===== src/az_pkg.sv =====
// auto-zero front end shared definitions
// pre-charge switch codes, sample tag values and field widths
// used by the sequencer, the capture block and the top level

package az_pkg;

  ////////////////////////////////////////////////////////////
  // field widths

  // az mux select, one-hot or encoded as the board wants
  localparam int AZMUX_W = 4;

  // pre-charge switch control
  localparam int SW_PC_W = 2;

  // settle down-counter, enough for a few hundred ms at tens of MHz
  localparam int CNT_W = 24;

  ////////////////////////////////////////////////////////////
  // pre-charge switch codes

  // boot protects the signal node from az mux charge injection
  // signal is the usual code for the hi sample, but the actual
  // hi code comes in from configuration
  typedef enum logic [SW_PC_W-1:0] {
    SW_PC_BOOT   = 2'b00,
    SW_PC_SIGNAL = 2'b01
  } sw_pc_e;

  ////////////////////////////////////////////////////////////
  // sample tag

  // carried with every result word
  // hi is the signal input, lo is the zero reference
  localparam logic SAMPLE_HI = 1'b1;
  localparam logic SAMPLE_LO = 1'b0;

endpackage : az_pkg


===== src/az_frontend_top.sv =====
// auto-zero acquisition front end top level
// sequencer drives the az mux, pre-charge switch and adc reset,
// capture block hands tagged adc words to the host on credits

`timescale 1ns/10ps

module az_frontend_top import az_pkg::*; #(
  parameter int DATA_W  = 24,
  parameter int CREDITS = 4
) (
  input  logic               clk,
  input  logic               arst_n_i,

  // configuration, static while running
  input  logic [AZMUX_W-1:0] azmux_lo_val_i,
  input  logic [AZMUX_W-1:0] azmux_hi_val_i,
  input  logic [SW_PC_W-1:0] sw_pc_hi_val_i,
  input  logic [CNT_W-1:0]   settle_count_i,

  input  logic               arm_trigger_i,

  // adc
  input  logic               adc_valid_i,
  input  logic [DATA_W-1:0]  adc_data_i,
  output logic               adc_reset_n_o,

  // analog switches
  output logic [AZMUX_W-1:0] azmux_o,
  output logic [SW_PC_W-1:0] sw_pc_o,

  // host side
  output logic               result_valid_o,
  output logic               result_tag_o,
  output logic [DATA_W-1:0]  result_data_o,
  input  logic               credit_return_i
);

  logic sample_tag;
  logic slot_free;

  az_sequencer seq_i (
    .clk            (clk),
    .arst_n_i       (arst_n_i),
    .azmux_lo_val_i (azmux_lo_val_i),
    .azmux_hi_val_i (azmux_hi_val_i),
    .sw_pc_hi_val_i (sw_pc_hi_val_i),
    .settle_count_i (settle_count_i),
    .arm_trigger_i  (arm_trigger_i),
    .adc_valid_i    (adc_valid_i),
    .slot_free_i    (slot_free),
    .adc_reset_n_o  (adc_reset_n_o),
    .azmux_o        (azmux_o),
    .sw_pc_o        (sw_pc_o),
    .sample_tag_o   (sample_tag)
  );

  // capture watches the same adc reset line to reserve credits
  az_result_capture #(
    .DATA_W  (DATA_W),
    .CREDITS (CREDITS)
  ) cap_i (
    .clk             (clk),
    .arst_n_i        (arst_n_i),
    .adc_reset_n_i   (adc_reset_n_o),
    .adc_valid_i     (adc_valid_i),
    .adc_data_i      (adc_data_i),
    .sample_tag_i    (sample_tag),
    .credit_return_i (credit_return_i),
    .slot_free_o     (slot_free),
    .result_valid_o  (result_valid_o),
    .result_tag_o    (result_tag_o),
    .result_data_o   (result_data_o)
  );

endmodule : az_frontend_top


===== src/az_result_capture.sv =====
// result capture for the auto-zero front end
// latches each adc word on valid, tags it hi or lo and presents it
// to the host for one cycle, under credit flow control
// a credit is reserved when the adc leaves reset

`timescale 1ns/10ps

module az_result_capture #(
  parameter int DATA_W  = 24,
  parameter int CREDITS = 4
) (
  input  logic              clk,
  input  logic              arst_n_i,

  input  logic              adc_reset_n_i,
  input  logic              adc_valid_i,
  input  logic [DATA_W-1:0] adc_data_i,
  input  logic              sample_tag_i,
  input  logic              credit_return_i,

  output logic              slot_free_o,
  output logic              result_valid_o,
  output logic              result_tag_o,
  output logic [DATA_W-1:0] result_data_o
);

  // enough bits to hold 0 .. CREDITS
  localparam int CRED_W = $clog2(CREDITS + 1);

  logic [CRED_W-1:0] credit_cnt_q;
  logic              reserved_q;
  logic              adc_reset_n_q;
  logic              conv_start;
  logic              in_flight;
  logic              capture;
  logic              pending;

  logic              result_valid_q;
  logic              result_tag_q;
  logic [DATA_W-1:0] result_data_q;

  ////////////////////////////////////////////////////////////
  // conversion tracking

  // rising edge of adc reset release marks a new conversion
  assign conv_start = adc_reset_n_i & ~adc_reset_n_q;
  assign in_flight  = reserved_q | conv_start;

  // valid only counts while the adc is running on a reserved slot
  assign capture    = adc_valid_i & adc_reset_n_i & in_flight;

  // credit held by a conversion or by a result not yet spent
  assign pending    = reserved_q | result_valid_q;

  always_ff @(posedge clk or negedge arst_n_i)
  begin
    if (!arst_n_i)
    begin
      adc_reset_n_q <= 1'b0;
      reserved_q    <= 1'b0;
    end
    else
    begin
      adc_reset_n_q <= adc_reset_n_i;
      if (capture)
        reserved_q <= 1'b0;
      else if (conv_start)
        reserved_q <= 1'b1;
      // adc pulled back into reset without a result, drop the slot
      else if (!adc_reset_n_i)
        reserved_q <= 1'b0;
    end
  end

  ////////////////////////////////////////////////////////////
  // credit counter

  // spent on each result pulse, returned one per host return cycle
  always_ff @(posedge clk or negedge arst_n_i)
  begin
    if (!arst_n_i)
      credit_cnt_q <= CRED_W'(CREDITS);
    else
    begin
      case ({result_valid_q, credit_return_i})
        2'b10:   credit_cnt_q <= credit_cnt_q - 1'b1;
        2'b01:   credit_cnt_q <= credit_cnt_q + 1'b1;
        default: credit_cnt_q <= credit_cnt_q;
      endcase
    end
  end

  assign slot_free_o = (credit_cnt_q > CRED_W'(pending));

  ////////////////////////////////////////////////////////////
  // output register

  always_ff @(posedge clk or negedge arst_n_i)
  begin
    if (!arst_n_i)
      result_valid_q <= 1'b0;
    else
      result_valid_q <= capture;
  end

  // payload only
  always_ff @(posedge clk)
  begin
    if (capture)
    begin
      result_data_q <= adc_data_i;
      result_tag_q  <= sample_tag_i;
    end
  end

  assign result_valid_o = result_valid_q;
  assign result_tag_o   = result_tag_q;
  assign result_data_o  = result_data_q;

  // returns never push the count past the buffer depth
  assert property (@(posedge clk) disable iff (!arst_n_i)
    (credit_return_i && !result_valid_q) |-> (credit_cnt_q < CRED_W'(CREDITS)));

  // a result always has a credit behind it
  assert property (@(posedge clk) disable iff (!arst_n_i)
    result_valid_o |-> (credit_cnt_q != '0));

endmodule : az_result_capture


===== src/az_sequencer.sv =====
// auto-zero sequencer
// steps the az mux between hi and lo inputs, moves the pre-charge
// switch around each mux change, releases the adc from reset after
// the settle time and waits for conversion valid
// arm trigger rising edge starts the sequence, falling edge parks it

`timescale 1ns/10ps

module az_sequencer import az_pkg::*; (
  input  logic                 clk,
  input  logic                 arst_n_i,

  // static configuration
  input  logic [AZMUX_W-1:0]   azmux_lo_val_i,
  input  logic [AZMUX_W-1:0]   azmux_hi_val_i,
  input  logic [SW_PC_W-1:0]   sw_pc_hi_val_i,
  input  logic [CNT_W-1:0]     settle_count_i,

  input  logic                 arm_trigger_i,
  input  logic                 adc_valid_i,
  input  logic                 slot_free_i,

  output logic                 adc_reset_n_o,
  output logic [AZMUX_W-1:0]   azmux_o,
  output logic [SW_PC_W-1:0]   sw_pc_o,
  output logic                 sample_tag_o
);

  ////////////////////////////////////////////////////////////
  // state encoding

  localparam logic [3:0] ST_PARK     = 4'd0;
  // first boot phase, only on arm
  localparam logic [3:0] ST_BOOT_HI  = 4'd1;
  localparam logic [3:0] ST_MUX_HI   = 4'd2;
  localparam logic [3:0] ST_SIG_HI   = 4'd3;
  localparam logic [3:0] ST_START_HI = 4'd4;
  localparam logic [3:0] ST_CONV_HI  = 4'd5;
  localparam logic [3:0] ST_BOOT_LO  = 4'd6;
  localparam logic [3:0] ST_MUX_LO   = 4'd7;
  localparam logic [3:0] ST_START_LO = 4'd8;
  localparam logic [3:0] ST_CONV_LO  = 4'd9;

  logic [3:0]       state_q;
  logic [CNT_W-1:0] cnt_q;
  logic             settle_done;

  // trigger synchronizer, bit 0 is newest
  logic [1:0]       trig_sync_q;
  logic             trig_rise;
  logic             trig_fall;

  // az mux on the hi input
  logic             mux_hi_q;
  sw_pc_e           sw_pc_q;
  logic             adc_reset_n_q;
  logic             tag_q;

  ////////////////////////////////////////////////////////////
  // trigger sync and edge detect

  always_ff @(posedge clk or negedge arst_n_i)
  begin
    if (!arst_n_i)
      trig_sync_q <= 2'b00;
    else
      trig_sync_q <= {trig_sync_q[0], arm_trigger_i};
  end

  assign trig_rise = trig_sync_q[0] & ~trig_sync_q[1];
  assign trig_fall = ~trig_sync_q[0] & trig_sync_q[1];

  // current phase has held its outputs long enough
  assign settle_done = (cnt_q == '0);

  ////////////////////////////////////////////////////////////
  // main sequence

  always_ff @(posedge clk or negedge arst_n_i)
  begin
    if (!arst_n_i)
    begin
      state_q       <= ST_PARK;
      cnt_q         <= '0;
      mux_hi_q      <= 1'b0;
      sw_pc_q       <= SW_PC_BOOT;
      adc_reset_n_q <= 1'b0;
      tag_q         <= SAMPLE_LO;
    end
    else
    begin
      // counter runs down in every phase, reloaded on phase entry
      if (!settle_done)
        cnt_q <= cnt_q - 1'b1;

      case (state_q)
        // pc switch at boot, protect signal before touching az mux
        ST_BOOT_HI:
          if (settle_done)
          begin
            state_q  <= ST_MUX_HI;
            mux_hi_q <= 1'b1;
            cnt_q    <= settle_count_i;
          end

        // az mux now on hi, pre-charge phase
        ST_MUX_HI:
          if (settle_done)
          begin
            state_q <= ST_SIG_HI;
            sw_pc_q <= sw_pc_e'(sw_pc_hi_val_i);
            cnt_q   <= settle_count_i;
          end

        // pc switch to signal, let vos between sig and boot settle
        ST_SIG_HI:
          if (settle_done)
            state_q <= ST_START_HI;

        // hold off until the host has room for the result
        ST_START_HI:
          if (slot_free_i)
          begin
            state_q       <= ST_CONV_HI;
            adc_reset_n_q <= 1'b1;
            tag_q         <= SAMPLE_HI;
          end

        // adc running on hi
        ST_CONV_HI:
          if (adc_valid_i)
          begin
            state_q       <= ST_BOOT_LO;
            adc_reset_n_q <= 1'b0;
            sw_pc_q       <= SW_PC_BOOT;
            cnt_q         <= settle_count_i;
          end

        // back to boot before the mux moves to lo
        ST_BOOT_LO:
          if (settle_done)
          begin
            state_q  <= ST_MUX_LO;
            mux_hi_q <= 1'b0;
            cnt_q    <= settle_count_i;
          end

        // az mux on lo, settle
        ST_MUX_LO:
          if (settle_done)
            state_q <= ST_START_LO;

        ST_START_LO:
          if (slot_free_i)
          begin
            state_q       <= ST_CONV_LO;
            adc_reset_n_q <= 1'b1;
            tag_q         <= SAMPLE_LO;
          end

        // adc running on lo, then loop straight to the hi mux phase
        ST_CONV_LO:
          if (adc_valid_i)
          begin
            state_q       <= ST_MUX_HI;
            adc_reset_n_q <= 1'b0;
            mux_hi_q      <= 1'b1;
            cnt_q         <= settle_count_i;
          end

        // parked, outputs held
        default:
          state_q <= ST_PARK;
      endcase

      // trigger edges override whatever state we are in
      if (trig_rise)
      begin
        state_q       <= ST_BOOT_HI;
        sw_pc_q       <= SW_PC_BOOT;
        adc_reset_n_q <= 1'b0;
        cnt_q         <= settle_count_i;
      end
      else if (trig_fall)
      begin
        state_q       <= ST_PARK;
        adc_reset_n_q <= 1'b0;
      end
    end
  end

  ////////////////////////////////////////////////////////////
  // outputs

  assign azmux_o       = mux_hi_q ? azmux_hi_val_i : azmux_lo_val_i;
  assign sw_pc_o       = sw_pc_q;
  assign adc_reset_n_o = adc_reset_n_q;
  assign sample_tag_o  = tag_q;

  // conversion starts with the mux on the input its tag names
  assert property (@(posedge clk) disable iff (!arst_n_i)
    $rose(adc_reset_n_o) |->
      (azmux_o == ((sample_tag_o == SAMPLE_HI) ? azmux_hi_val_i : azmux_lo_val_i)));

  // never start without a host slot
  assert property (@(posedge clk) disable iff (!arst_n_i)
    $rose(adc_reset_n_o) |-> $past(slot_free_i));

endmodule : az_sequencer


===== config.mk =====
export PLATFORM = sky130hd
export DESIGN_NAME = az_frontend_top
export DESIGN_NICKNAME = d
export VERILOG_FILES = /design/src/az_pkg.sv /design/src/az_frontend_top.sv /design/src/az_result_capture.sv /design/src/az_sequencer.sv
export SDC_FILE = /design/constraint.sdc
export NUM_CORES = 1
export LEC_CHECK = 0
export ABC_AREA = 1
export BUFFER_PORTS_ARGS = -buffer_cell sky130_fd_sc_hd__buf_2
export CORE_ASPECT_RATIO = 1.4
export CORE_MARGIN = 2
export CORE_UTILIZATION = 30
export CTS_CLUSTER_SIZE = 14
export DETAILED_ROUTE_END_ITERATION = 16
export HOLD_SLACK_MARGIN = 0.08
export PLACE_DENSITY = 0.57
export REMOVE_ABC_BUFFERS = 1
export SYNTH_ARGS = -nofsm -noshare
export SYNTH_HDL_FRONTEND = slang
export SYNTH_SLANG_ARGS = --single-unit
export TNS_END_PERCENT = 30

===== constraint.sdc =====
create_clock -name clk -period 2 [get_ports clk]
set_input_delay 0.2 -clock clk [delete_from_list [all_inputs] [get_ports clk]]
set_output_delay 0.2 -clock clk [all_outputs]
set_load 0.1 [all_outputs]

==> impl_metrics.py <==
metrics = {
    "detailed_routing": {
        "route.detailed.drc": 0,
        "post_drt_wl_per_cell_um": 14.91,
        "drtIter0Drc": 249,
        "routed_wl_mm": 13.51,
        "postRouteAntennaNets": 0,
        "first_pass_iters": 6,
        "dr_total_vias": 4455,
        "vias_per_cell": 4.917,
    },
    "synthesis": {
        "async_reset_ff_share_pct": 62.12,
        "synth-warning-count": 0,
        "ys_ff_latch": 66,
        "yosys-top-cells-area": "dfrtp_1 (24%), edfxtp_1 (18%), nand2_1 (12%), nor2_1 (8.8%), nand3_1 (5.7%)",
        "syn-mean-instance-area_um2": 7.525,
        "synthCells": 563,
        "synth.cell_area_um2": 4237,
        "ys_types": 50,
        "ys.flop_type": "dfrtp_1",
        "synth-seq-area-share_pct": 41.97,
        "yosys.area.top_type_share_pct": 23.63,
        "synth_edf_count": 25,
        "synth_top_cell_by_area": "dfrtp_1",
        "netlist_top_cells_count": "nand2_1 (141), nor2_1 (99), nand3_1 (48)",
        "synth_most_common_cell": "nand2_1",
    },
    "pwr": {
        "seqPwrFrac_pct": 26.9,
        "p_int_mw": 4.576,
        "p_comb_share_pct": 52.8,
        "power.density_nw_per_um2": 1506,
        "p_sw_share_pct": 47.92,
        "p_clk_share_pct": 20.4,
        "p_leak_nw": 2.708,
        "netSwitchingPower_mw": 4.212,
        "ir_drop_mv": 0.5611,
    },
    "timing": {
        "skew_ns": 0.006823,
        "slew_headroom_pct": 55.40,
        "worstMarginPinSlew_ns": 0.6674,
        "grt_setup_unrepaired": "true",
        "fin_setup_tns_ns": 0,
        "fmax_mhz": 528.1,
        "timing.hold.ws_ns": 0.08406,
        "slew_viol_final": 0,
        "setup-violations-final": 0,
        "hold_viol": 0,
        "post-route-period-util_pct": 94.68,
        "post-route-min-period_ns": 1.894,
    },
    "run": {
        "drv_cap": 0,
    },
    "floorplanning": {
        "coreArea_um2": 13850,
        "start_util_pct": 30.60,
        "fp.dieH_um": 144.6,
        "io_pins": 96,
        "dieWidth_um": 104.4,
        "rows": 51,
        "die_area_um2": 15100,
    },
    "placement": {
        "io_buffer_count": 95,
        "gp_congestion": 0.9648,
        "hpwl_mm": 10.03,
        "placed_area_um2": 5087,
    },
    "global_routing": {
        "grt_antenna_before_repair": 0,
        "gr-total-overflow": 0,
        "grt_use_met3_pct": 3.335,
        "grtUsageMet1_pct": 19.96,
        "busiest_layer": "met2",
        "grt_start_max_net_pins": 27,
        "grt_use_met2_pct": 34.40,
        "grt_pass1_wl_mm": 21.62,
        "grt_pass1_vias": 4322,
        "grt_use_total_pct": 18.24,
    },
    "setup_path": {
        "cp-endpoint": "seq_i.adc_reset_n_o",
        "required_ns": 2.21,
        "startpoint": "cap_i.result_valid_o",
        "r2r_setup_slack_ns": 0.11,
        "slowest_delay_ns": 0.39,
        "crit_chain": "or2_2 -> ha_1 -> nor2_1 -> nor3_2 -> nand3_1 -> nand2_2 -> buf_4 -> a31oi_1 -> nor2_1 -> a21oi_1",
        "reg2regPathDepth": 10,
        "cpMaxStageDelayCell": "dfrtp_1",
        "critPathTopFamily": "simple AND/OR/NAND/NOR gates",
        "worst-path-stages": 10,
        "path_buf_inv": 1,
        "reg2reg_from": "cap_i.result_valid_o",
        "cp_common_cell": "nor2_1",
        "critPathKind": "flop to flop",
        "path_max_fanout": 3,
        "start_kind": "flop",
        "cp_data_arrival_time_ns": 2.10,
        "cp-end-kind": "flop",
        "reg2reg_to": "seq_i.adc_reset_n_o",
    },
    "cts": {
        "numCtsBuffers": 9,
        "h-tree-depth": 3,
        "cts_buffer_depth": 2,
        "cts_sinks": 66,
        "root_buffer": "clkbuf_16",
        "cts_tree": "built",
        "cts.clk_slew.worst_paths_ns": 0.06,
        "insertion_delay_ns": 0.33,
    },
    "layout": {
        "fillers": 1394,
        "antenna_cells": 0,
        "final_core_util_pct": 42.13,
        "final_area_um2": 5834,
        "multi_input_area_um2": 2241,
        "area_delta_synth_final_pct": 37.71,
        "regArea_um2": 1779,
        "nNetsFinal": 786,
        "drive_gt1_share_pct": 27.46,
    },
    "worst_hold_path": {
        "hp-class": "input pin to flop",
    },
    "status": {
        "status": "finished, final reports clean",
    },
}
[layout make-up]
type | count | area share (%)
inverters | 54 | 3.603
clock buffers | 10 | 3.925
clock inverters | 6 | 1.823
flip-flops and latches | 66 | 30.50
repair buffers | 158 | 17.78
well taps | 185 | 3.967
multi-input cells | 427 | 38.41
[through the flow]
step,setup WS (ns),power (mW),std cells
after floorplan,-0.7433,5.504,547
after global placement,0.04715,6.685,855
after detailed placement,0.05888,6.731,855
after CTS,0.04601,8.606,897
after global routing,-0.03062,9.354,906
final,0.1064,8.788,906
[worst reg2reg max path: cells and delay by family, from the launching register on]
kind / cells / cell delay (ns)
buf+inv: 1 / 0.11
flops: 1 / 0.39
compound gates: 2 / 0.09
fa+ha+maj: 1 / 0.27
simple gates: 6 / 0.92
[layout by cell type, fill, tap and decap left out, types with 2 or more instances in the layout]
cell type        n
or2_0            2
nand2_1        139
nor2_1          86
clkinv_1         2
inv_2            9
buf_6            3
buf_4           33
inv_4            3
dfrtp_1         39
nor2_8           2
inv_1           41
bufinv_16        3
xnor2_1          7
o22ai_1          2
nand4_1         12
dlygate4sd3_1   26
buf_2           95
nand2_8          2
nand2_4          2
nor2_4           3
o21bai_1         3
ha_1             5
nand3_2          3
xor2_1           2
nor2_2          12
o21ai_0         19
nand3_1         48
a31oi_1         12
nand2_2          5
nor3_1           7
o21ai_1          6
clkbuf_16        9
o31ai_1          5
edfxtp_1        25
a21oi_1         25
[cell families (layout without fill, tap and decap cells)]
group | after synthesis | in the layout | share of synthesized area (%)
fa+ha+maj | 7 | 7 | 2.245
mux | 1 | 1 | 0.2658
buf+inv | 70 | 228 | 6.822
flops | 66 | 66 | 41.97
simple gates | 328 | 328 | 34.88
xor+xnor | 9 | 9 | 1.861
compound gates | 82 | 82 | 11.96
[power by group through the flow]
stage	sequential, mW	combinational [mW]	clock [mW]
finish	2.36	4.64	1.79
global route	2.41	5.06	1.88
CTS	2.32	4.45	1.83
detailed placement	2.34	4.39	0
global placement	2.33	4.36	0
floorplan	3.00	2.50	0
[worst min-delay path by stage]
stage / start / endpoint / slack, ns / cells after the start
6_report: settle_count_i[3] / seq_i.cnt_q[3] / 0.08 / 3
5_1_grt: settle_count_i[3] / seq_i.cnt_q[3] / 0.08 / 3
4_1_cts: settle_count_i[3] / seq_i.cnt_q[3] / 0.08 / 3
3_5_place_dp: arst_n_i / seq_i.mux_hi_q / 0.24 / 1
3_3_place_gp: arst_n_i / cap_i.credit_cnt_q[0] / 0.23 / 1
2_1_floorplan: arst_n_i / cap_i.adc_reset_n_q / -0.1 / 0
[flip-flops by register name, summed over array words and instances, names as in the netlist]
register and count:
cap_i.result_data_o 24, seq_i.cnt_q 24, seq_i.state_q 4, cap_i.credit_cnt_q 3
seq_i.sw_pc_o 2, seq_i.trig_sync_q 2, cap_i.adc_reset_n_q 1, cap_i.reserved_q 1
cap_i.result_tag_o 1, cap_i.result_valid_o 1, seq_i.adc_reset_n_o 1, seq_i.mux_hi_q 1
seq_i.sample_tag_o 1
[routing by layer]
| metal | routed length (um) | vias to the layer above | part of all wire [%] |
|---|---|---|---|
| met2 | 6914 | 154 | 51 |
| met5 | 0 | - | 0 |
| li1 | - | 2176 | - |
| met1 | 5490 | 2094 | 41 |
| met4 | 404 | 0 | 3.0 |
| met3 | 702 | 31 | 5.2 |
[timing repair]
action                                 in CTS  in global routing
gates resized for setup                     0                 29
hold buffers                               26                  0
endpoints found under the hold margin      46                  0
buffers inserted                            0                 10
setup endpoints to repair                   0                 56
Power figures use the tool's default switching activity.
